<file path="src/sms_cart_pkg.sv">
// Types and constants of the cartridge path
// Shared by the loader, the arbiter, the store and the top level

package sms_cart_pkg;

	// =====================================================================
	// Data types
	// =====================================================================

	typedef logic [7:0]  rom_byte_t;              // One cartridge byte
	typedef logic [24:0] dl_addr_t;               // Host download address
	typedef logic [7:0]  dl_index_t;              // Host download index

	// =====================================================================
	// Image format
	// =====================================================================

	// Optional copier header in front of the image
	localparam int unsigned HEADER_BYTES = 512;

	// Low five index bits of a Game Gear image
	localparam logic [4:0] GG_INDEX = 5'd2;

	// Index of a code download, not a cartridge
	localparam dl_index_t CODE_INDEX = 8'hff;

endpackage

</file>
<file path="src/sms_rom_arbiter.sv">
// Arbiter between console ROM reads and loader writes on one store port
// Reads win; a pending toggle write goes into the first idle cycle

`timescale 1ns/1ps

module sms_rom_arbiter #(
	parameter int ROM_AW = 16
) (
	input  logic                    clk_sys,
	input  logic                    rst,
	input  logic                    rom_rd,
	input  logic [ROM_AW-1:0]       rom_a,
	input  logic                    wr_req,
	input  logic [ROM_AW-1:0]       wr_addr,
	input  sms_cart_pkg::rom_byte_t wr_data,
	input  logic [ROM_AW-1:0]       mask,
	input  logic [ROM_AW-1:0]       mask_hdr,
	input  logic                    has_header,
	input  sms_cart_pkg::rom_byte_t q,
	output sms_cart_pkg::rom_byte_t rom_do,
	output logic                    rom_rdy,
	output logic                    wr_ack,
	output logic [ROM_AW-1:0]       mem_addr,
	output logic                    mem_we,
	output sms_cart_pkg::rom_byte_t mem_d
);

	typedef logic [ROM_AW-1:0] rom_addr_t;

	localparam rom_addr_t HDR_OFS = rom_addr_t'(sms_cart_pkg::HEADER_BYTES);

	rom_addr_t rd_addr;
	logic      wr_pend;
	logic      wr_issued;   // Write done, ack goes out next edge
	logic      rd_v;        // Read in the store stage

	// =====================================================================
	// Address translation and port select
	// =====================================================================

	// Skip the header, then mirror to the image size
	assign rd_addr = has_header ? ((rom_a + HDR_OFS) & mask_hdr) : (rom_a & mask);

	assign wr_pend  = (wr_req != wr_ack);
	assign mem_we   = wr_pend && !rom_rd && !wr_issued;
	assign mem_addr = rom_rd ? rd_addr : wr_addr;
	assign mem_d    = wr_data;

	// =====================================================================
	// Handshake and read pipeline
	// =====================================================================

	always_ff @(posedge clk_sys) begin
		if (rst) begin
			wr_ack    <= 1'b0;
			wr_issued <= 1'b0;
			rd_v      <= 1'b0;
			rom_rdy   <= 1'b0;
		end else begin
			rd_v    <= rom_rd;
			rom_rdy <= rd_v;
			if (wr_issued) begin
				wr_ack    <= wr_req;              // Close the toggle
				wr_issued <= 1'b0;
			end else if (mem_we) begin
				wr_issued <= 1'b1;
			end
		end
	end

	// Output register on the store data
	always_ff @(posedge clk_sys) begin
		if (rd_v) begin
			rom_do <= q;
		end
	end

endmodule

</file>
<file path="config.mk">
export PLATFORM = sky130hd
export DESIGN_NAME = sms_rom_arbiter
export DESIGN_NICKNAME = d
export VERILOG_FILES = /design/src/sms_cart_pkg.sv /design/src/sms_rom_arbiter.sv
export SDC_FILE = /design/constraint.sdc
export NUM_CORES = 1
export LEC_CHECK = 0
export ABC_AREA = 1
export BUFFER_PORTS_ARGS = -buffer_cell sky130_fd_sc_hd__buf_2
export CAP_MARGIN = 20
export CORE_AREA = 2 2 41 81
export CTS_BUF_LIST = sky130_fd_sc_hd__clkbuf_4 sky130_fd_sc_hd__clkbuf_8
export DETAILED_ROUTE_END_ITERATION = 10
export DIE_AREA = 0 0 43 83
export GPL_ROUTABILITY_DRIVEN = 0
export HOLD_SLACK_MARGIN = 0.02
export PLACE_DENSITY = 0.8
export SETUP_SLACK_MARGIN = 0.15
export SLEW_MARGIN = 40
export SYNTH_ARGS = -nofsm -noshare
export SYNTH_HDL_FRONTEND = slang
export SYNTH_SLANG_ARGS = --single-unit
</file>
<file path="constraint.sdc">
create_clock -name clk_sys -period 1.1 [get_ports clk_sys]
set_clock_uncertainty 0.15 [all_clocks]
set_input_delay 0.165 -clock clk_sys [delete_from_list [all_inputs] [get_ports clk_sys]]
set_output_delay 0.165 -clock clk_sys [all_outputs]
set_load 0.01 [all_outputs]
</file>
Yosys cells after proc, flatten, opt, wreduce, memory -nomap -nowiden
Index checks and enable logic that the tools add are counted.
Storage, ports and cells
  bits in registers: 12
  input bits: 85
Operators by class
  $add $sub $neg: 1
  equality and inequality tests: 1
  multiplexer cells: 3
  bitwise operators: 2
  reductions and logical operators: 5
Operator list (number)
  AND 16 bit: 2
  2-to-1 mux 16 bit: 2
  adder 16 x 10 -> 16 bit, second input constant: 1
  logical AND 1 bit: 2
  zero test 1 bit: 2
  OR reduction 2 bit: 1
  2-to-1 mux 1 bit: 1
  inequality test 1 bit: 1

Logic depth before layout (Yosys ltp)
  depth after elaboration: 4
  depth in mapped cells: 6
  gate-level depth less buffers: 6

Worst setup path before layout
Ideal clock, no wire load.
  path kind: input to output
  from: input rom_a[9]
  to: output mem_addr[15]
  arrival time: 845 ps
  path slack: -60 ps
  stages on the path: 5
  cells stage by stage: ha_1 > nand3_1 > o21bai_1 > nand3_1 > a21oi_1
On the way
  word-level cells in the longest chain between the ends: 4
RTL lines
  start, declared: line sms_rom_arbiter.sv:12  | input logic [ROM_AW-1:0] rom_a,
  adder 16 x 10 -> 16 bit: line sms_rom_arbiter.sv:42  | assign rd_addr = has_header ? ((rom_a + HDR_OFS) & mask_hdr) : (rom_a & mask);
  AND 16 bit: line sms_rom_arbiter.sv:42
  2-to-1 mux 16 bit: line sms_rom_arbiter.sv:42
  2-to-1 mux 16 bit: line sms_rom_arbiter.sv:46  | assign mem_addr = rom_rd ? rd_addr : wr_addr;
  end, declared: line sms_rom_arbiter.sv:23  | output logic [ROM_AW-1:0] mem_addr,
No other way between the ends.

Worst setup path after layout
  from: register wr_ack
  to: output mem_we
On the way
  word-level cells in the longest chain between the ends: 3
RTL lines
  start, declared: line sms_rom_arbiter.sv:22  | output logic wr_ack,
  start signal, assigned: line sms_rom_arbiter.sv:63  | wr_ack <= wr_req;
  inequality test 1 bit: line sms_rom_arbiter.sv:44  | assign wr_pend = (wr_req != wr_ack);
  logical AND 1 bit (2 in a row): line sms_rom_arbiter.sv:45  | assign mem_we = wr_pend && !rom_rd && !wr_issued;
  end, declared: line sms_rom_arbiter.sv:24  | output logic mem_we,
No other way between the ends.

==> metrics.cfg <==
[clocking]
cts_max_level=1
clockBufferDepth=2
cts.sinks=12
postCtsHoldBufs=1
insertion_delay_ns=0.23
numCtsBuffers=3
cts_root_buf=clkbuf_8
tritoncts=yes
path_clk_slew_ns=0.05

[final_layout]
nNetsFinal=332
multi_input_area_um2=678
insertedDiodeCount=0
fill_cells=242
layout-drive-gt1-share=0.680
utilization=0.667
syn_to_final_growth_pct=108
seq_area_um2=323
fin_area_mm2=0.00196

[synthesis]
synth-seq-cells=12
syn_area_um2=942
yosys.area.top_type_share=0.255
synth_top_area_cell=edfxtp_1
synth_area_leaders=edfxtp_1 25%, nand2_1 9.6%, nor2_1 9.6%, buf_4 8.8%, dfxtp_1 8.5%
postSynthNetCount=219
synth-warning-count=0
synthCells=133
ys_seq_area_frac=0.340
synth_cell_type_count=19
syn_avg_cell_area_um2=7.08

[timing]
relSlewSlack=0.839
hold_ws_ns=-0.0393
hold_viol_final=8
worst_pin_slew_ns=0.241
rsz0062_at_grt=true
fin_ws_ns=-0.192
timing.setup.tns_ns=-1.50
setup_viol=18
period_share=1.17
finalMaxSlewViolations=0
finalCriticalPeriod_ns=1.29
fmax_mhz=774

[drt]
post_drt_wl_per_cell_um=13.3
vias=1430
drtAntennaViolNets=0
viasPerCell=5.22
first_pass_iters=4
drc=0
drt_iter0_markers=34
wl_mm=3.65

[worst_setup_path]
critPathLaunchType=flop
worstSetupPathType=flop to primary output
crit_fanout=4
cp.arrival_ns=0.98
cp-end-kind=primary output
worstPathRequired_ns=0.78

[power_and_ir_drop]
pwr_density_cell_mw_per_mm2=775
peakVddDrop_mv=0.401
leakage_uw=0.000964
power_uw=1520

[die]
rows=28
start_util=0.320
die_y_um=83
die_area_mm2=0.00357
die_x_um=43
core_area_mm2=0.00294
io_pins=120

[placement]
placed_area_mm2=0.00163
portBuffers=103
dp_hpwl_mm=2.80

[grt]
grt.overflow.total=0
grt_pass1_vias=1532
antenna_found_initial=0
grt_util_all_layers=0.217
grt_pass1_wl_mm=6.15
grt_max_degree=17

[status]
status=finished with violations
violations=hold timing, setup timing

[flow_run]
cap_violations=0

[min_path]
hp-class=primary input to flop

==> Yosys cell counts <==
library cell and instances:
buf_6 1, nand4_1 1, nor2_1 24, dfxtp_1 4, o211ai_1 8, o21ai_1 8
o31ai_2 2, nand3_1 10, inv_2 1, edfxtp_1 8, o21ai_0 2, inv_1 11
a21oi_1 7, ha_1 1, buf_4 11, buf_1 1, o21bai_1 3, a31oi_1 6
nand2_1 24
==> cells by family (layout without fill, tap and decap cells) <==
group | Yosys count | count (layout) | share of synthesized area
buffers and inverters | 25 | 136 | 0.151
and+or+nand+nor | 59 | 59 | 0.251
AOI/OAI and AO/OA | 36 | 36 | 0.244
adders and majority gates | 1 | 1 | 0.0133
DFF | 12 | 12 | 0.340
==> worst paths after layout <==
kind / start / to / slack (ns) / cells after the start
min: q[3] / rom_do[3] / -0.04 / 1
max reg2reg: wr_ack / wr_issued / -0.16 / 7
min reg2reg: wr_issued / wr_ack / 0.31 / 2
max: wr_ack / mem_we / -0.19 / 5
==> critical path: stages (launching register included) <==
cell and delay [ns]:
dfxtp_2 0.34, nor2_1 0.05, nor2_1 0.10, nand3_2 0.10, inv_2 0.06, buf_6 0.09
==> timing repair <==
item / in CTS / in global routing
endpoints found under the hold margin: 12 / 8
endpoints found under the setup margin: 36 / 30
buffers inserted: 3 / 0
gates resized for setup: 45 / 18
pin swaps: 33 / 15
cloned: 1 / 0
==> stage by stage <==
stage	setup WS (ns)	instances
floorplan	0.0282	133
global placement	-0.213	266
detailed placement	-0.233	266
CTS	-0.196	274
global route	-0.292	274
finish	-0.192	274
==> layout make-up <==
| class | instances | area share |
|---|---|---|
| Clock buffer | 3 | 0.0210 |
| Inverter | 12 | 0.0338 |
| Multi-Input combinational cell | 96 | 0.345 |
| Sequential cell | 12 | 0.164 |
| Tap cell | 30 | 0.0191 |
| Timing Repair Buffer | 121 | 0.416 |
==> registers in the layout (all words and copies together), names as in the netlist <==
signal and flops:
rd_v 1, rom_do 8, rom_rdy 1, wr_ack 1
wr_issued 1
==> cells in the final DEF (no fill, tap or decap), drive strengths merged <==
| cell | count |
|---|---|
| o21bai | 3 |
| a31oi | 6 |
| inv | 12 |
| nor2 | 24 |
| buf | 120 |
| nand3 | 10 |
| o21ai | 10 |
| nand4 | 1 |
| o211ai | 8 |
| nand2 | 24 |
| clkbuf | 3 |
| ha | 1 |
| dfxtp | 4 |
| o31ai | 2 |
| a21oi | 7 |
| edfxtp | 8 |
| dlymetal6s4s | 1 |
==> report_power, final <==
| part | internal, uW | switching (uW) |
|---|---|---|
| clock | 238 | 129 |
| sequential | 505 | 10.5 |
| combinational | 345 | 294 |
==> metal layers <==
layer,global-route usage,vias up,share of wire
met4,0.135,0,0.040
met2,0.428,99,0.56
li1,-,677,-
met3,0.0435,12,0.094
met1,0.174,642,0.30
met5,0,-,0
Note: power is estimated with default switching activity, not from simulation.
