$ cat src/sms_cart_pkg.sv
// Types and constants of the cartridge path
// Shared by the loader, the arbiter, the store and the top level

package sms_cart_pkg;

	// =====================================================================
	// Data types
	// =====================================================================

	typedef logic [7:0]  rom_byte_t;              // One cartridge byte
	typedef logic [24:0] dl_addr_t;               // Host download address
	typedef logic [7:0]  dl_index_t;              // Host download index

	// =====================================================================
	// Image format
	// =====================================================================

	// Optional copier header in front of the image
	localparam int unsigned HEADER_BYTES = 512;

	// Low five index bits of a Game Gear image
	localparam logic [4:0] GG_INDEX = 5'd2;

	// Index of a code download, not a cartridge
	localparam dl_index_t CODE_INDEX = 8'hff;

endpackage

$ cat src/sms_cart_loader.sv
// Cartridge loader on the host download port
// Turns host bytes into toggle write requests, holding the host off with ioctl_wait,
// and learns the mirroring masks, the header flag and the Game Gear flag

`timescale 1ns/1ps

module sms_cart_loader #(
	parameter int ROM_AW = 16
) (
	input  logic                    clk_sys,
	input  logic                    rst,
	input  logic                    ioctl_download,
	input  sms_cart_pkg::dl_index_t ioctl_index,
	input  logic                    ioctl_wr,
	input  sms_cart_pkg::dl_addr_t  ioctl_addr,
	input  sms_cart_pkg::rom_byte_t ioctl_dout,
	input  logic                    wr_ack,
	output logic                    ioctl_wait,
	output logic                    wr_req,
	output logic [ROM_AW-1:0]       wr_addr,
	output sms_cart_pkg::rom_byte_t wr_data,
	output logic [ROM_AW-1:0]       mask,
	output logic [ROM_AW-1:0]       mask_hdr,
	output logic                    has_header,
	output logic                    gg,
	output logic                    loading
);

	typedef logic [ROM_AW-1:0] rom_addr_t;

	localparam rom_addr_t HDR_OFS = rom_addr_t'(sms_cart_pkg::HEADER_BYTES);
	localparam int        HDR_BIT = $clog2(sms_cart_pkg::HEADER_BYTES);

	logic                   cart_dl;
	logic                   cart_wr;
	logic                   dl_prev;
	logic                   dl_rise;
	logic                   dl_fall;
	rom_addr_t              dl_a;
	sms_cart_pkg::dl_addr_t last_addr;
	sms_cart_pkg::dl_addr_t dl_size;

	// Code downloads go elsewhere
	assign cart_dl = ioctl_download && (ioctl_index != sms_cart_pkg::CODE_INDEX);
	assign cart_wr = ioctl_wr && cart_dl;
	assign dl_rise = cart_dl && !dl_prev;
	assign dl_fall = dl_prev && !cart_dl;
	assign dl_a    = ioctl_addr[ROM_AW-1:0];
	assign dl_size = last_addr + 1'b1;      // Bytes seen so far
	assign loading = cart_dl;

	// =====================================================================
	// Write sequencing
	// =====================================================================

	always_ff @(posedge clk_sys) begin
		if (rst) begin
			dl_prev    <= 1'b0;
			ioctl_wait <= 1'b0;
			wr_req     <= 1'b0;
			wr_addr    <= '0;
		end else begin
			dl_prev <= cart_dl;
			if (cart_wr) begin
				ioctl_wait <= 1'b1;
				wr_req     <= ~wr_req;            // Flag a pending write
			end else if (ioctl_wait && (wr_req == wr_ack)) begin
				ioctl_wait <= 1'b0;
				wr_addr    <= wr_addr + 1'b1;
			end
			if (dl_rise) begin
				wr_addr <= '0;                    // New image starts at 0
			end
		end
	end

	// Byte held until the arbiter acknowledges it
	always_ff @(posedge clk_sys) begin
		if (cart_wr) begin
			wr_data <= ioctl_dout;
		end
	end

	// =====================================================================
	// Image properties
	// =====================================================================

	always_ff @(posedge clk_sys) begin
		if (rst) begin
			mask       <= '0;
			mask_hdr   <= '0;
			has_header <= 1'b0;
			gg         <= 1'b0;
			last_addr  <= '0;
		end else begin
			if (cart_wr) begin
				mask      <= (dl_a == '0) ? '0 : (mask | dl_a);
				mask_hdr  <= (dl_a == HDR_OFS) ? '0 : (mask_hdr | (dl_a - HDR_OFS));
				gg        <= (ioctl_index[4:0] == sms_cart_pkg::GG_INDEX);
				last_addr <= ioctl_addr;
			end
			// A header leaves half a KB over whole kilobytes
			if (dl_fall) begin
				has_header <= dl_size[HDR_BIT];
			end
		end
	end

endmodule

$ cat config.mk
export PLATFORM = sky130hd
export DESIGN_NAME = sms_cart_loader
export DESIGN_NICKNAME = d
export VERILOG_FILES = /design/src/sms_cart_pkg.sv /design/src/sms_cart_loader.sv
export SDC_FILE = /design/constraint.sdc
export NUM_CORES = 1
export LEC_CHECK = 0
export ABC_AREA = 1
export BUFFER_PORTS_ARGS = -buffer_cell sky130_fd_sc_hd__buf_2
export CORE_ASPECT_RATIO = 2
export CORE_MARGIN = 5
export CORE_UTILIZATION = 45
export DETAILED_ROUTE_END_ITERATION = 16
export PLACE_DENSITY = 0.77
export SLEW_MARGIN = 10
export SYNTH_ARGS = -nofsm -noshare
export SYNTH_HDL_FRONTEND = slang
export SYNTH_SLANG_ARGS = --single-unit
$ cat constraint.sdc
create_clock -name clk_sys -period 1.2 [get_ports clk_sys]
set_input_delay 0.12 -clock clk_sys [delete_from_list [all_inputs] [get_ports clk_sys]]
set_output_delay 0.12 -clock clk_sys [all_outputs]
set_load 0.005 [all_outputs]
* Yosys cells after proc, flatten, opt, wreduce, memory -nomap -nowiden
Cells that the tools add are included.
** Cells by class
- Reduce and logical (&&, ||, !) cells :: 11
- $add $sub $neg :: 3
- Bitwise gates (word level) :: 4
- Mux-type cells :: 4
- Equality and inequality tests :: 4
** Operators by type and width (number)
- 2-to-1 mux 16 bit :: 2
- bitwise OR 16 bit :: 2
- adder 16 x 1 -> 16 bit (second input constant) :: 1
- == test 16 x 10 -> 1 bit (second input constant) :: 1
- logical NOT 16 bit :: 1
- subtractor 16 x 10 -> 16 bit (second input constant) :: 1
- adder 10 x 1 -> 10 bit (second input constant) :: 1
- inequality test 8 bit (second input constant) :: 1
- == test 5 x 2 -> 1 bit (second input constant) :: 1
- logical AND 1 bit :: 5
- logical NOT 1 bit :: 2
- 2-to-1 mux 1 bit :: 2
- inverter 1 bit :: 2
- AND reduction 2 bit :: 1
- nonzero test 2 bit :: 1
- OR reduction 2 bit :: 1
- == test 1 bit :: 1
** Storage, ports and cells
- Word-level logic and storage cells :: 36
- Output and inout port bits :: 61
- Register bits :: 71
- Bits of input ports :: 46

* Longest topological paths before layout
- Word-level depth :: 5
- Mapped depth :: 11
- Mapped depth without buffers :: 10

* Least setup slack after synthesis
No wires, ideal clock.
- Kind :: flip-flop to flip-flop
- Start :: register wr_addr[0]
- End :: register wr_addr[14]
- Data required time :: 1.086 ns
- Arrival :: 1.248 ns
- Cell stages (with the launch flop) :: 9
- Setup time :: 0.114 ns
- Clock period less this slack :: 1.361 ns
- Path buffers :: 0
- Setup slack :: -0.161 ns
- Path through :: dfxtp_1 ha_1 nand2_1 nor2_2 nand3_1 nor2_1 nand4_1 nand2_1 nor2_1
** On the way
- Longest elaborated chain between the ends :: 1
** Ends and longest elaborated chain
- from (decl) :: RTL line sms_cart_loader.sv:20 : output logic [ROM_AW-1:0] wr_addr,
- from (signal assigned) :: RTL line sms_cart_loader.sv:69 : wr_addr <= wr_addr + 1'b1;
- adder 16 x 1 -> 16 bit :: RTL line sms_cart_loader.sv:69
No other way between the ends.
A chain may end at the register's enable or synchronous reset.

* Worst setup path after layout
- Start :: register wr_addr[0]
- End :: register wr_addr[12]
The elaborated chain is that of the path after synthesis.

==> impl_metrics.csv <==
group,metric,value,unit
min_path,min_to,"gg",
setup_path,worstSetupStartpointType,"flop",
clock_tree,cts_max_level,3,
power,ir_drop,1.26,mV
logic_synthesis,ys_ff_latch,71,
logic_synthesis,synth_edf_count,8,
layout,n_antenna_cell,0,
clock_tree,root_buffer,"clkbuf_16",
layout,final-instance-count-excl-fill,657,
logic_synthesis,yosysWarningCount,0,
run_status,violations,"negative setup slack",
power,pwr_density_cell,1340,mW/mm²
sta,slew_headroom,83.1,%
global_routing,grt_pass1_vias,2864,
logic_synthesis,synthCells,424,
sta,max_freq,761,MHz
floorplan,fp.dieW,68.8,µm
placement,gp_congestion,0.826,
setup_path,crit_type,"reg2reg",
setup_path,r2r_start,"wr_addr[0]",
min_path,hold_start,"ioctl_index[1]",
sta,hold_viol_final,0,
route,first_iter_violations,166,
floorplan,initial_utilization,45.5,%
min_path,min-delay-path-class,"in2reg",
route,wl_per_cell,11.9,µm
setup_path,required,1420,ps
clock_tree,cts_made_buffers,9,
route,drt_wl_total,7820,µm
logic_synthesis,post-synth-top-area-fraction,40.6,%
clock_tree,clock_path_buffers,2,
placement,dp_cells,631,
route,final_antenna_net_count,0,
floorplan,fp-row-count,43,
sta,whs,84.4,ps
run,maxCapViolCount,0,
route,avgViaCountPerCell,4.59,
sta,rsz0062_at_grt,"true",
logic_synthesis,ys_top_cells_by_area,"dfxtp_1, nand2_1, inv_1, edfxtp_1, nor2_1",
route,firstDrtPassIters,4,
setup_path,crit_path_end_kind,"flop",
setup_path,arrival,1530,ps
floorplan,die_area,0.00877,mm²
layout,nets,610,
floorplan,core,0.00683,mm²
global_routing,grt_overflow,0,
global_routing,globalRouteTotalUtil,19.0,%
logic_synthesis,ys_seq_area_share,48.3,%
sta,fin_skew,6.94,ps
floorplan,die_y,128,µm
logic_synthesis,yosys.area.top_type,"dfxtp_1",
run_status,status,"complete, but fails checks",
clock_tree,clk_pin_slew,60,ps
sta,final-max-slew-violation-count,0,
global_routing,grt_pass1_wl,12700,µm
logic_synthesis,synthArstFlopShare,0,%
clock_tree,clk_latency,340,ps
power,power,5.84,mW
global_routing,grt_max_degree,20,
power,leakage,2.21,nW
sta,setup_viol,7,
sta,worst_slew_pin_slew,252,ps
logic_synthesis,netlist_area,0.00311,mm²
setup_path,r2r_cells,9,
sta,timing.final.ws_setup,-114,ps
layout,final_layout_size_suffix_gt1_share,30.3,%
route,top_layer,"met4",
placement,numPortBuffers,97,
layout,syn2layout_area_growth,40.2,%
route,wl_met2,3740,µm
placement,dp_slack,-112,ps
clock_tree,cts_sinks,71,
global_routing,antenna_found_initial,0,
floorplan,num_io_pins,107,
sta,fin_setup_tns,-501,ps
logic_synthesis,synth_ff_type,"dfxtp_1",
setup_path,reg2reg_to,"wr_addr[12]",
route,met1Wirelength,3230,µm
layout,mostFrequentLayoutCell,"nand2_1",
route,wl_met3,719,µm
setup_path,ff2ff_setup_slack,-110,ps
setup_path,crit_fanout,5,
layout,final_cell_mix,"nand2_1, buf_2, inv_1",
sta,finalCritPeriodShare,109,%
sta,fin_crit,1310,ps
min_path,hold_path_depth,3,
logic_synthesis,syn-num-nets,472,
placement,dp_hpwl,5640,µm
logic_synthesis,synth.distinct_cells,28,
clock_tree,tritoncts,"built",
route,drcViolationCount,0,
logic_synthesis,syn_avg_cell_area,7.33,µm²
route,vias,3015,
through the flow:
| step | instance area (µm²) | util, % |
|---|---|---|
| floorplan | 3140 | - |
| global placement | 3910 | 57.3 |
| detailed placement | 3910 | 57.3 |
| CTS | 4300 | 62.9 |
| global route | 4350 | 63.7 |
| finish | 4350 | 63.7 |
state kept, by name, indices dropped and copies added (netlist names):
register,cells
ioctl_wait,1
wr_addr,16
mask_hdr,16
last_addr,10
wr_req,1
dl_prev,1
gg,1
wr_data,8
has_header,1
mask,16
critical path, cell delays in order, from the launching register on:
cell	delay (ps)
dfxtp_4	360
ha_4	130
nand2_2	60
nor2_4	200
buf_4	150
nand3_1	70
nand2_1	80
nand2_1	40
nand2_1	50
a21oi_1	50
how the worst max path moves through the flow:
stage,to,start,cells after the start
finish,wr_addr[12],wr_addr[0],9
global placement,wr_addr[4],wr_addr[1],7
CTS,wr_addr[8],wr_addr[0],8
floorplan,wr_addr[14],wr_addr[1],8
global route,wr_addr[12],wr_addr[0],9
detailed placement,wr_addr[4],wr_addr[1],7
routing by layer:
layer  vias to the layer above  GRT usage (%)
li1                       1571              -
met3                        11           6.95
met5                         -              0
met4                         0           7.93
met1                      1332           22.5
met2                       101           30.4
timing repair:
action,CTS,global route
endpoints found under the hold margin,8,0
setup endpoints to repair,8,16
gates resized for setup,3,14
setup buffers,1,1
gates cloned,0,0
pin swaps,9,3
hold buffers,8,0
power breakdown:
| group | total, mW | internal (mW) | switching [mW] |
|---|---|---|---|
| registers | 2.60 | 2.54 | 0.0630 |
| logic | 0.648 | 0.303 | 0.345 |
| clock network | 2.59 | 1.60 | 0.990 |
| total | 5.84 | 4.44 | 1.40 |
Yosys cell counts (all sizes together), types with 3 or more instances:
master  count
a21oi      27
o21ai       4
xor2        9
nor2       55
dfxtp      63
xnor2       3
nand2     124
nor3        3
nand4      10
nand3b      3
buf         9
o21bai      7
nand3      18
edfxtp      8
inv        76
kinds of logic after synthesis:
family | after synthesis | synth area share (%)
compound gates | 39 | 7.05
xor+xnor | 12 | 3.38
fa+ha+maj | 2 | 0.805
buf+inv | 86 | 11.4
flops | 71 | 48.3
simple gates | 214 | 29.1
cell type report:
type	instances	area, µm²
Clock buffer	10	229
Clock inverter	6	61.3
Fill cell	637	2480
Inverter	76	288
Multi-Input combinational cell	267	1320
Sequential cell	71	1510
Tap cell	90	113
Timing Repair Buffer	137	830
(Power assumes the default switching activity.)
