### src/sms_clock_pkg.sv
// Constants for the master clock-enable generator
// The 30-cycle phase table and the counter type used to walk it

package sms_clock_pkg;

	typedef logic [4:0] ce_cnt_t;                 // Position inside one enable period

	localparam int unsigned CE_PERIOD = 30;       // clk_sys cycles per period

	// VDP enable, every 5 cycles
	localparam ce_cnt_t VDP_PHASE0 = 5'd4;
	localparam ce_cnt_t VDP_PHASE1 = 5'd9;
	localparam ce_cnt_t VDP_PHASE2 = 5'd14;
	localparam ce_cnt_t VDP_PHASE3 = 5'd19;
	localparam ce_cnt_t VDP_PHASE4 = 5'd24;
	localparam ce_cnt_t VDP_PHASE5 = 5'd29;

	// Pixel enable, every 10 cycles
	localparam ce_cnt_t PIX_PHASE0 = 5'd9;
	localparam ce_cnt_t PIX_PHASE1 = 5'd19;
	localparam ce_cnt_t PIX_PHASE2 = 5'd29;

	localparam ce_cnt_t CPU_PHASE0 = 5'd9;        // CPU enable, every 15 cycles
	localparam ce_cnt_t CPU_PHASE1 = 5'd24;       // Late phase keeps the VDP H counter aligned

endpackage

### src/sms_ce_gen.sv
// Master clock-enable generator for the console core
// One divide-by-30 counter drives the CPU, VDP, pixel and sprite strobes

`timescale 1ns/1ps

module sms_ce_gen (
	input  logic clk_sys,
	input  logic rst,
	output logic ce_cpu,
	output logic ce_vdp,
	output logic ce_pix,
	output logic ce_sp
);

	sms_clock_pkg::ce_cnt_t cnt;
	logic                   cnt_last;
	logic                   hit_vdp;
	logic                   hit_pix;
	logic                   hit_cpu;

	assign cnt_last = (cnt == sms_clock_pkg::ce_cnt_t'(sms_clock_pkg::CE_PERIOD - 1));

	// Phase table lookup
	assign hit_vdp = (cnt == sms_clock_pkg::VDP_PHASE0) || (cnt == sms_clock_pkg::VDP_PHASE1) ||
	                 (cnt == sms_clock_pkg::VDP_PHASE2) || (cnt == sms_clock_pkg::VDP_PHASE3) ||
	                 (cnt == sms_clock_pkg::VDP_PHASE4) || (cnt == sms_clock_pkg::VDP_PHASE5);

	assign hit_pix = (cnt == sms_clock_pkg::PIX_PHASE0) || (cnt == sms_clock_pkg::PIX_PHASE1) ||
	                 (cnt == sms_clock_pkg::PIX_PHASE2);

	assign hit_cpu = (cnt == sms_clock_pkg::CPU_PHASE0) || (cnt == sms_clock_pkg::CPU_PHASE1);

	always_ff @(posedge clk_sys) begin
		if (rst) begin
			cnt    <= '0;
			ce_cpu <= 1'b0;
			ce_vdp <= 1'b0;
			ce_pix <= 1'b0;
			ce_sp  <= 1'b0;
		end else begin
			if (cnt_last) begin
				cnt <= '0;
			end else begin
				cnt <= cnt + 1'b1;
			end

			// Registered so every strobe is one clean cycle
			ce_vdp <= hit_vdp;
			ce_pix <= hit_pix;
			ce_cpu <= hit_cpu;
			ce_sp  <= cnt[0];                     // Half-rate square wave
		end
	end

endmodule

### config.mk
export PLATFORM = sky130hd
export DESIGN_NAME = sms_ce_gen
export DESIGN_NICKNAME = d
export VERILOG_FILES = /design/src/sms_clock_pkg.sv /design/src/sms_ce_gen.sv
export SDC_FILE = /design/constraint.sdc
export NUM_CORES = 1
export LEC_CHECK = 0
export ABC_CLOCK_PERIOD_IN_PS = 3550
export BUFFER_PORTS_ARGS = -buffer_cell sky130_fd_sc_hd__buf_2
export CORE_AREA = 10 10 47 49
export CTS_CLUSTER_DIAMETER = 150
export CTS_CLUSTER_SIZE = 30
export DETAILED_ROUTE_END_ITERATION = 10
export DIE_AREA = 0 0 57 59
export GPL_ROUTABILITY_DRIVEN = 0
export PLACE_DENSITY_LB_ADDON = 0.1
export SYNTH_ARGS = -nofsm -noshare
export SYNTH_HDL_FRONTEND = slang
export SYNTH_SLANG_ARGS = --single-unit
export TNS_END_PERCENT = 10
### constraint.sdc
create_clock -name clk_sys -period 3.55 [get_ports clk_sys]
set_clock_uncertainty 0.2 [all_clocks]
set_input_delay 0.5325 -clock clk_sys [delete_from_list [all_inputs] [get_ports clk_sys]]
set_output_delay 0.5325 -clock clk_sys [all_outputs]
set_load 0.02 [all_outputs]
After elaboration in Yosys (flattened, before gate mapping)
Index checks and enable logic that the tools add are counted.

Bits in registers: 9. Bits in latches: 0. Memory bits (writable): 0. Memory bits (read-only): 0. Input bits: 2. Output and inout port bits: 4. Logic and storage cells: 21. Memories: 0.

Add/sub/neg operators: 1. Multipliers: 0. Divide/modulo/power cells: 0. Magnitude comparators: 0. Equal/unequal tests: 6. Shift operators: 0. Muxes and demuxes: 0. Bitwise operators: 0. Reductions and logical operators: 9.

Operators by type and width (number): 5-bit equality test (second input constant) (3); 5-bit by 4-bit equality test with 1-bit output (second input constant) (2); 1-bit logical OR (8); 5-bit by 1-bit adder with 5-bit output (second input constant) (1); 5-bit by 3-bit equality test with 1-bit output (second input constant) (1); 2-bit OR reduction (1).

Depth between registers and ports, before layout
Gate-level depths: netlist of run 1.

Depth in word-level cells: 6. Gate-level depth with buffers: 5. Depth with buffers taken out: 5.

Worst setup path after synthesis of run 1
OpenSTA, ideal clock, no wires.

Kind: register -> register. From: register cnt[0]. To: register ce_vdp. Library setup time: 132 ps. Arrival: 1044 ps. Slack: 2174 ps. Cell stages (with the launch flop): 6. Path buffers: 0. Path through: dfxtp_1 inv_1 ha_1 and3b_1 o21ai_1 a41oi_2.

Cells in the longest elaborated chain, start to end: 6. Elaborated cells on any way between the ends: 11.

Ends and longest elaborated chain: from (decl) (line sms_ce_gen.sv:15) `sms_clock_pkg::ce_cnt_t cnt;`; from (signal assigned) (line sms_ce_gen.sv:44) `cnt <= cnt + 1'b1;`; 5-bit by 3-bit equality test with 1-bit output or 5-bit by 4-bit equality test with 1-bit output (tied branches) (line sms_ce_gen.sv:24) `assign hit_vdp = (cnt == sms_clock_pkg::VDP_PHASE0) || (cnt == sms_clock_pkg::VDP_PHASE1) ||`; 1-bit logical OR (2 in series) (line sms_ce_gen.sv:24); 1-bit logical OR (2 in series) (line sms_ce_gen.sv:25) `(cnt == sms_clock_pkg::VDP_PHASE2) || (cnt == sms_clock_pkg::VDP_PHASE3) ||`; 1-bit logical OR * (line sms_ce_gen.sv:26) `(cnt == sms_clock_pkg::VDP_PHASE4) || (cnt == sms_clock_pkg::VDP_PHASE5);`; to (signal assigned) (line sms_ce_gen.sv:48) `ce_vdp <= hit_vdp;`; to (decl) (line sms_ce_gen.sv:10) `output logic ce_vdp,`.

Mark *: on every way between the ends. The rest lies on a longest branch, timed or not. A chain may end at the register's enable or synchronous reset.

Worst setup path after layout of run 1
Same ends and word-level chain as after synthesis.

==> key figures, run 1 <==
STA
  – Hold Vio Cnt, Final: 0
  – Final slew viol count: 0
  – Final setup fails: 0
  – RSZ-0062 raised after global routing: false
  – Setup TNS: 0 ps
  – Slew @ Worst Pin: 439.1 ps
  – Final worst slack: between 2000 and 2500 ps
  – Slew Limit Headroom: a little over two thirds
  – Final Critical Period: around 1500 ps
  – Final period util: between 40 and 50%
  – Max Clock Freq: approximately 660 MHz

Logic synthesis
  – Register area share after synthesis: ~40%
  – Area leader, netlist: dfxtp_1
  – Area contributors post-synth: dfxtp_1 (40%), ha_1 (11%), xnor2_4 (6.0%), buf_6 (4.9%), nand4bb_1 (4.9%)
  – Post-Syn Instances: 41
  – Mapped Area: ~460 µm²
  – Synth top area share: between 30 and 40%
  – #FFs+latches synth: 9
  – Count of cell types in the netlist: 18
  – Syn Nets: 47
  – Synth warnings: 0
  – Mean Syn Cell Area: roughly 11 µm²

GRT
  – Initial antenna violation count: 0
  – Grt ovf: 0
  – GRT Util Overall: under 10%
  – Largest net degree at the start of global routing: 11
  – Vias in the first global route: around 290
  – First-pass GRT wire length: approximately 1.2 mm

Worst setup path
  – CP max stage cell: dfxtp_1
  – Crit. End Element: register
  – WP depth: 5
  – Reg2Reg Depth: 5
  – CP peak stage delay: approximately 400 ps
  – Worst-path maximum fanout: 5
  – Critical Path RT: around 3500 ps
  – CP Cell Sequence: inv_1, ha_1, and3b_1, o21ai_1, a41oi_2
  – WP buf/inv: 1
  – Crit Path Class: register to register
  – Family with the most delay on the worst path: flip-flops
  – Worst setup SP type: register
  – Worst Path Arrival: 1450 ps

Power
  – Power Dens Cells: about 410 mW/mm²
  – Static Leak: 0.2065 nW
  – IR drop worst, VDD: 0.2042 mV
  – Total Power: a little over 0.2 mW

Final layout
  – Area growth syn-to-layout: 10.71%
  – Nets: 55
  – Ratio of cells with drive above 1 in the final layout: between 20% and 30%
  – Commonest non-fill, non-tap cells in the layout: dfxtp_1 (9), nor2_1 (6), buf_2 (5)
  – Diode count: 0
  – Final core occ: between 30 and 40%
  – Most common cell after layout, fill and taps aside: dfxtp_1

Clock tree
  – Clk_lat worst skew: about 260 ps
  – CTS tree: done
  – Post-cts resize count: 0
  – Post-CTS setup buffers: 0
  – CTS Hold Bufs: 0
  – TritonCTS Buffers: 3
  – Max Root-Sink Buffers: 2
  – Root Buffer: clkbuf_4
  – Clk slew on worst S/H paths: roughly 60 ps
  – H-tree levels: 1
  – Total clock sinks: 9

Detailed routing
  – Vias/cell: between 4 and 5
  – Drt wl/cell: ~11 µm
  – Initial DRC Count: 5
  – DR pass1 iterations: 2
  – Vias: ~300
  – DRT antenna net count: 0
  – Post-Route WL: roughly 700 µm
  – Remaining DRCs: 0

Flow run
  – Max cap viols: 0

Placement
  – Dpl hpwl: 505.2 µm
  – IO buf count: 5
  – Place WS: approximately 2100 ps

Floorplan
  – Die width: 57 µm
  – Die ar.: 0.003363 mm²
  – Core Rows: 14
  – Core region area: approximately 0.0014 mm²
  – Chip height: between 50 and 60 µm
  – Initial Util: approximately 33%
  – Io pins: 6

Worst hold path
  – Hold Crit Depth: 1
  – Worst Hold Class: register to register

Run status
  – Status: completed
[worst reg2reg max path, delay by kind of cell (launching register included)]
family / cells / cell delay (ps)
fa+ha+maj: 1 / 230
simple gates: 1 / 190
flops: 1 / 400
buf+inv: 1 / 100
compound gates: 2 / 270
[through the flow]
| stage | area (µm²) | hold WS [ps] | cells |
|---|---|---|---|
| 3_3_place_gp | 478.0 | 265.1 | 60 |
| 4_1_cts | 504.2 | 296.9 | 64 |
| 2_1_floorplan | 455.4 | 244.9 | 41 |
| 5_1_grt | 504.2 | 293.5 | 64 |
| 6_report | 504.2 | 296.1 | 64 |
| 3_5_place_dp | 478.0 | 285.5 | 60 |
[cell type report]
cell class	instances	area [µm²]
Fill cell	154	897.1
Multi-Input combinational cell	27	241.5
Sequential cell	9	180.2
Clock buffer	4	26.28
Timing Repair Buffer	5	25.02
Tap cell	16	20.02
Inverter	3	11.26
[flip-flops by register name, summed over array words and instances (netlist names)]
register  count
ce_cpu        1
ce_pix        1
ce_sp         1
ce_vdp        1
cnt           5
[per-layer routing]
metal,share of wire [%],global-route usage (%)
met2,48,7.597
met3,11,5.150
met5,0,0
met4,0,1.007
met1,41,3.851
[cell families (layout without fill, tap and decap cells)]
kind of cell | Yosys count | count (layout) | synth area share (%)
mux | 1 | 1 | 2.198
simple gates | 14 | 14 | 20.06
compound gates | 4 | 4 | 7.966
flops | 9 | 9 | 39.56
xor+xnor | 4 | 4 | 11.82
fa+ha+maj | 4 | 4 | 10.99
buf+inv | 5 | 12 | 7.417
[synth_stat cells]
cell type  instances
inv_1              3
dfxtp_1            9
xnor2_1            1
o21ai_1            1
mux2i_1            1
xnor2_4            1
a41o_1             1
and3b_1            2
a41oi_2            1
xor2_1             2
nor4b_1            1
nor2_1             6
ha_1               4
nand4bb_1          2
nand3_2            1
buf_6              2
a21oi_1            1
nand3_1            2
[power by group]
group	switching (mW)	internal, mW
Sequential	0.00535	0.105
Clock	0.0337	0.0432
Combinational	0.0102	0.00903
[path summary, 6_finish.rpt]
check / startpoint / endpoint / slack, ps
setup / recovery: cnt[0] / ce_vdp / 2030
hold / removal: cnt[0] / cnt[0] / 300
setup reg to reg: cnt[0] / ce_vdp / 2030
hold reg to reg: cnt[0] / cnt[0] / 300
No activity file was read; power rests on OpenSTA's default activity.
==> run 2, diff against run 1 <==
- ABC_AREA: default -> 1
- ABC_CLOCK_PERIOD_IN_PS: 3550 -> 1350
- clock period: 3.55 -> 1.35 ns (I/O delays scaled with it)
==> run 2 against run 1 <==
Sequential cell count stayed put. Hold slack gained 17 ps. Critical endpoint unchanged. Critical path depth is 3 higher. Largest cell class unchanged. Setup slack worse by 2000 ps. Highest routed layer is now met4. Clock-buffer cell count unchanged. Register-to-register slack got worse by 2000 ps. Final cell count up 34%. Sequential share of layout area fell by 2.0 points. Sequential power grew to 2.6 times the previous value. Global-route usage rose by 0.39 points. Total power grew to 2.7 times the previous value.
==> key figures, run 2 <==
Run status
  – Status: completed

GRT
  – Initial antenna violation count: 0 (unchanged)
  – First-pass GRT wire length: 1.345 mm (+13%)
  – Vias in the first global route: 354 (+23%)
  – GRT Util Overall: 5.083% (+0.39 points)
  – Grt ovf: 0 (unchanged)
  – Largest net degree at the start of global routing: 6 (-5)

Clock tree
  – H-tree levels: 1 (unchanged)
  – Post-CTS setup buffers: 0 (unchanged)
  – Root Buffer: clkbuf_4
  – CTS tree: done
  – TritonCTS Buffers: 3 (unchanged)
  – Clk_lat worst skew: 250 ps (about the same)
  – Total clock sinks: 9 (unchanged)
  – Max Root-Sink Buffers: 2 (unchanged)
  – Clk slew on worst S/H paths: 60 ps (about the same)

STA
  – Slew Limit Headroom: 83.53% (+13 points)
  – Setup TNS: 0 ps (unchanged)
  – Final period util: 94.26% (+52 points)
  – Slew @ Worst Pin: 247.0 ps (-192.1 ps)
  – Max Clock Freq: 785.9 MHz (+19%)
  – Final setup fails: 0 (unchanged)
  – Final Critical Period: 1272 ps (-244.6 ps)
  – Final slew viol count: 0 (unchanged)
  – Final worst slack: 77.52 ps (-1955 ps)
  – Hold Vio Cnt, Final: 0 (unchanged)

Logic synthesis
  – Asr flop ratio synth: 0% (unchanged)
  – Post-synth top flop: dfxtp_1
  – Synth warnings: 0 (unchanged)
  – Area leader, netlist: dfxtp_1
  – Mean Syn Cell Area: 7.463 µm² (-33%)
  – Register area share after synthesis: 42.35% (+2.8 points)
  – Post-Syn Instances: 57 (+39%)
  – Count of cell types in the netlist: 14 (-4)
  – Syn Nets: 63 (+34%)
  – Synth top area share: 42.35% (+2.8 points)
  – EDFF count, synth: 0 (unchanged)
  – #FFs+latches synth: 9 (unchanged)
  – Most numerous cell in the Yosys netlist: nand2_1
  – Mapped Area: 425.4 µm² (-6.6%)
  – Area contributors post-synth: dfxtp_1 (42%), ha_1 (12%), nand2_1 (11%), inv_1 (7.9%), nor2_1 (6.2%)
  – Synth cell count leaders: nand2_1 (12), dfxtp_1 (9), inv_1 (9), nor2_1 (7), nand3_1 (5)

Final layout
  – Diode count: 0 (unchanged)
  – Number of flip-flops under the largest register name: 5 (unchanged)
  – Fill cells: 158 (+2.6%)
  – Most common cell after layout, fill and taps aside: nand2_1
  – Nets: 77 (+40%)
  – Commonest non-fill, non-tap cells in the layout: nand2_1 (11), inv_1 (8), nor2_1 (7), dfxtp_1 (7)
  – Area growth syn-to-layout: 27.35%
  – Ratio of cells with drive above 1 in the final layout: 31.43% (+8.5 points)
  – Top reg by flops: cnt
  – Final core occ: 38.66% (+2.7 points)
  – Multi-input combinational cell area: 217.7 µm² (-9.8%)
  – Reg area: 182.7 µm² (+1.4%)

Detailed routing
  – Initial DRC Count: 11 (+6)
  – Remaining DRCs: 0 (unchanged)
  – Drt wl/cell: 9.291 µm (-15%)
  – Post-Route WL: 799 µm (+14%)
  – Vias/cell: 4.349 (-7.5%)
  – DR pass1 iterations: 4 (+2)
  – DRT antenna net count: 0 (unchanged)
  – Vias: 374 (+24%)

Power
  – IR drop worst, VDD: 0.4233 mV (+110%)
  – Power Dens Cells: 1018 mW/mm² (+150%)
  – Static Leak: 0.2520 nW (+22%)
  – Total Power: 0.5517 mW (+170%)

Floorplan
  – Initial Util: 30.36% (-2.1 points)
  – Core region area: 0.001401 mm² (unchanged)
  – Chip height: 59 µm (unchanged)
  – Io pins: 6 (unchanged)
  – Die ar.: 0.003363 mm² (unchanged)
  – Core Rows: 14 (unchanged)
  – Die width: 57 µm (unchanged)

Worst setup path
  – CP max stage cell: dfxtp_2
  – Source of the critical timing path: cnt[1]
  – Critical Path RT: 1310 ps (-2170 ps)
  – Worst setup SP type: register
  – Reg2Reg Depth: 8 (+3)
  – Worst-path maximum fanout: 3 (-2)
  – Crit. End Element: register
  – CP Cell Sequence: buf_4, ha_1, nand3_1, nand2_1, nand2_1, nand3_1, nand2_1, inv_1
  – FF-to-FF Start: cnt[1]
  – Most frequent CP cell: nand2_1
  – Worst reg2reg setup slack: 80 ps (-1960 ps)
  – CP peak stage delay: 330 ps (-70 ps)
  – Crit Path Class: register to register
  – R2R Path End: ce_vdp
  – Worst Path Arrival: 1230 ps (-220 ps)

Placement
  – IO buf count: 5 (unchanged)
  – Place WS: 2.892 ps (-2071 ps)

Worst hold path
  – Hold Crit Depth: 2 (+1)
  – HP Start: cnt[0]
  – Hold path endpoint: ce_sp
  – Worst Hold Class: register to register

Flow run
  – Max cap viols: 0 (unchanged)
==> run 2: changes by cell type after synthesis, moves of 2 or more <==
cell,delta
xor2_1,-2
nand3_1,+3
nand2_1,+12
a21oi_1,+2
inv_1,+6
nand4bb_1,-2
buf_6,-2
and3b_1,-2
nand2_2,+2
==> run 2: critical path: cells and delay by family, from the launching register on <==
kind,cells,cell delay (ps)
simple gates,5,300
buf+inv,2,170
fa+ha+maj,1,170
flops,1,330
==> run 2: how the worst max path moves through the flow <==
stage / endpoint / slack (ps)
6_report: ce_vdp / 80
3_5_place_dp: ce_vdp / 3
3_3_place_gp: ce_vdp / -20
2_1_floorplan: ce_vdp / 40
4_1_cts: ce_vdp / 20
5_1_grt: ce_pix / -10
==> run 2: metal layers <==
layer	global-route usage, %	up-vias	wire length [µm]
li1	-	202	-
met1	4.940	162	331
met2	7.752	8	385
met3	4.292	2	66
met4	2.013	0	16
met5	0	-	0
==> run 2: cell families after synthesis <==
| kind of cell | count (synthesis) | share of synthesized area [%] |
|---|---|---|
| adders and majority gates | 4 | 11.77 |
| buffers and inverters | 10 | 8.822 |
| DFF | 9 | 42.35 |
| and+or+nand+nor | 28 | 28.53 |
| AOI/OAI and AO/OA | 6 | 8.528 |
==> run 2: through the flow <==
step,instance area (µm²),std cells,hold WS [ps]
detailed placement,493.0,81,202.1
CTS,530.5,86,322.4
global placement,493.0,81,202.9
finish,541.8,86,313.5
global route,541.8,86,352.0
floorplan,425.4,57,74.88
==> run 2: final cells by class <==
type                       count  share of cell area, %
clock buffer                   4                  4.850
inverter                      10                  6.928
multi-input combinational     38                  40.18
sequential                     9                  33.72
tap                           16                  3.695
timing repair buffer           9                  10.62
==> run 2: what timing repair did <==
action                                  CTS  global route
endpoints found under the setup margin    1             6
pin swaps                                 0             1
gates resized for setup                   1             6
endpoints found under the hold margin     2             0
hold buffers                              1             0
==> run 2: power breakdown <==
group | switching (mW) | internal, mW
Clock | 0.0903 | 0.114
Sequential | 0.00784 | 0.277
Combinational | 0.0346 | 0.0288
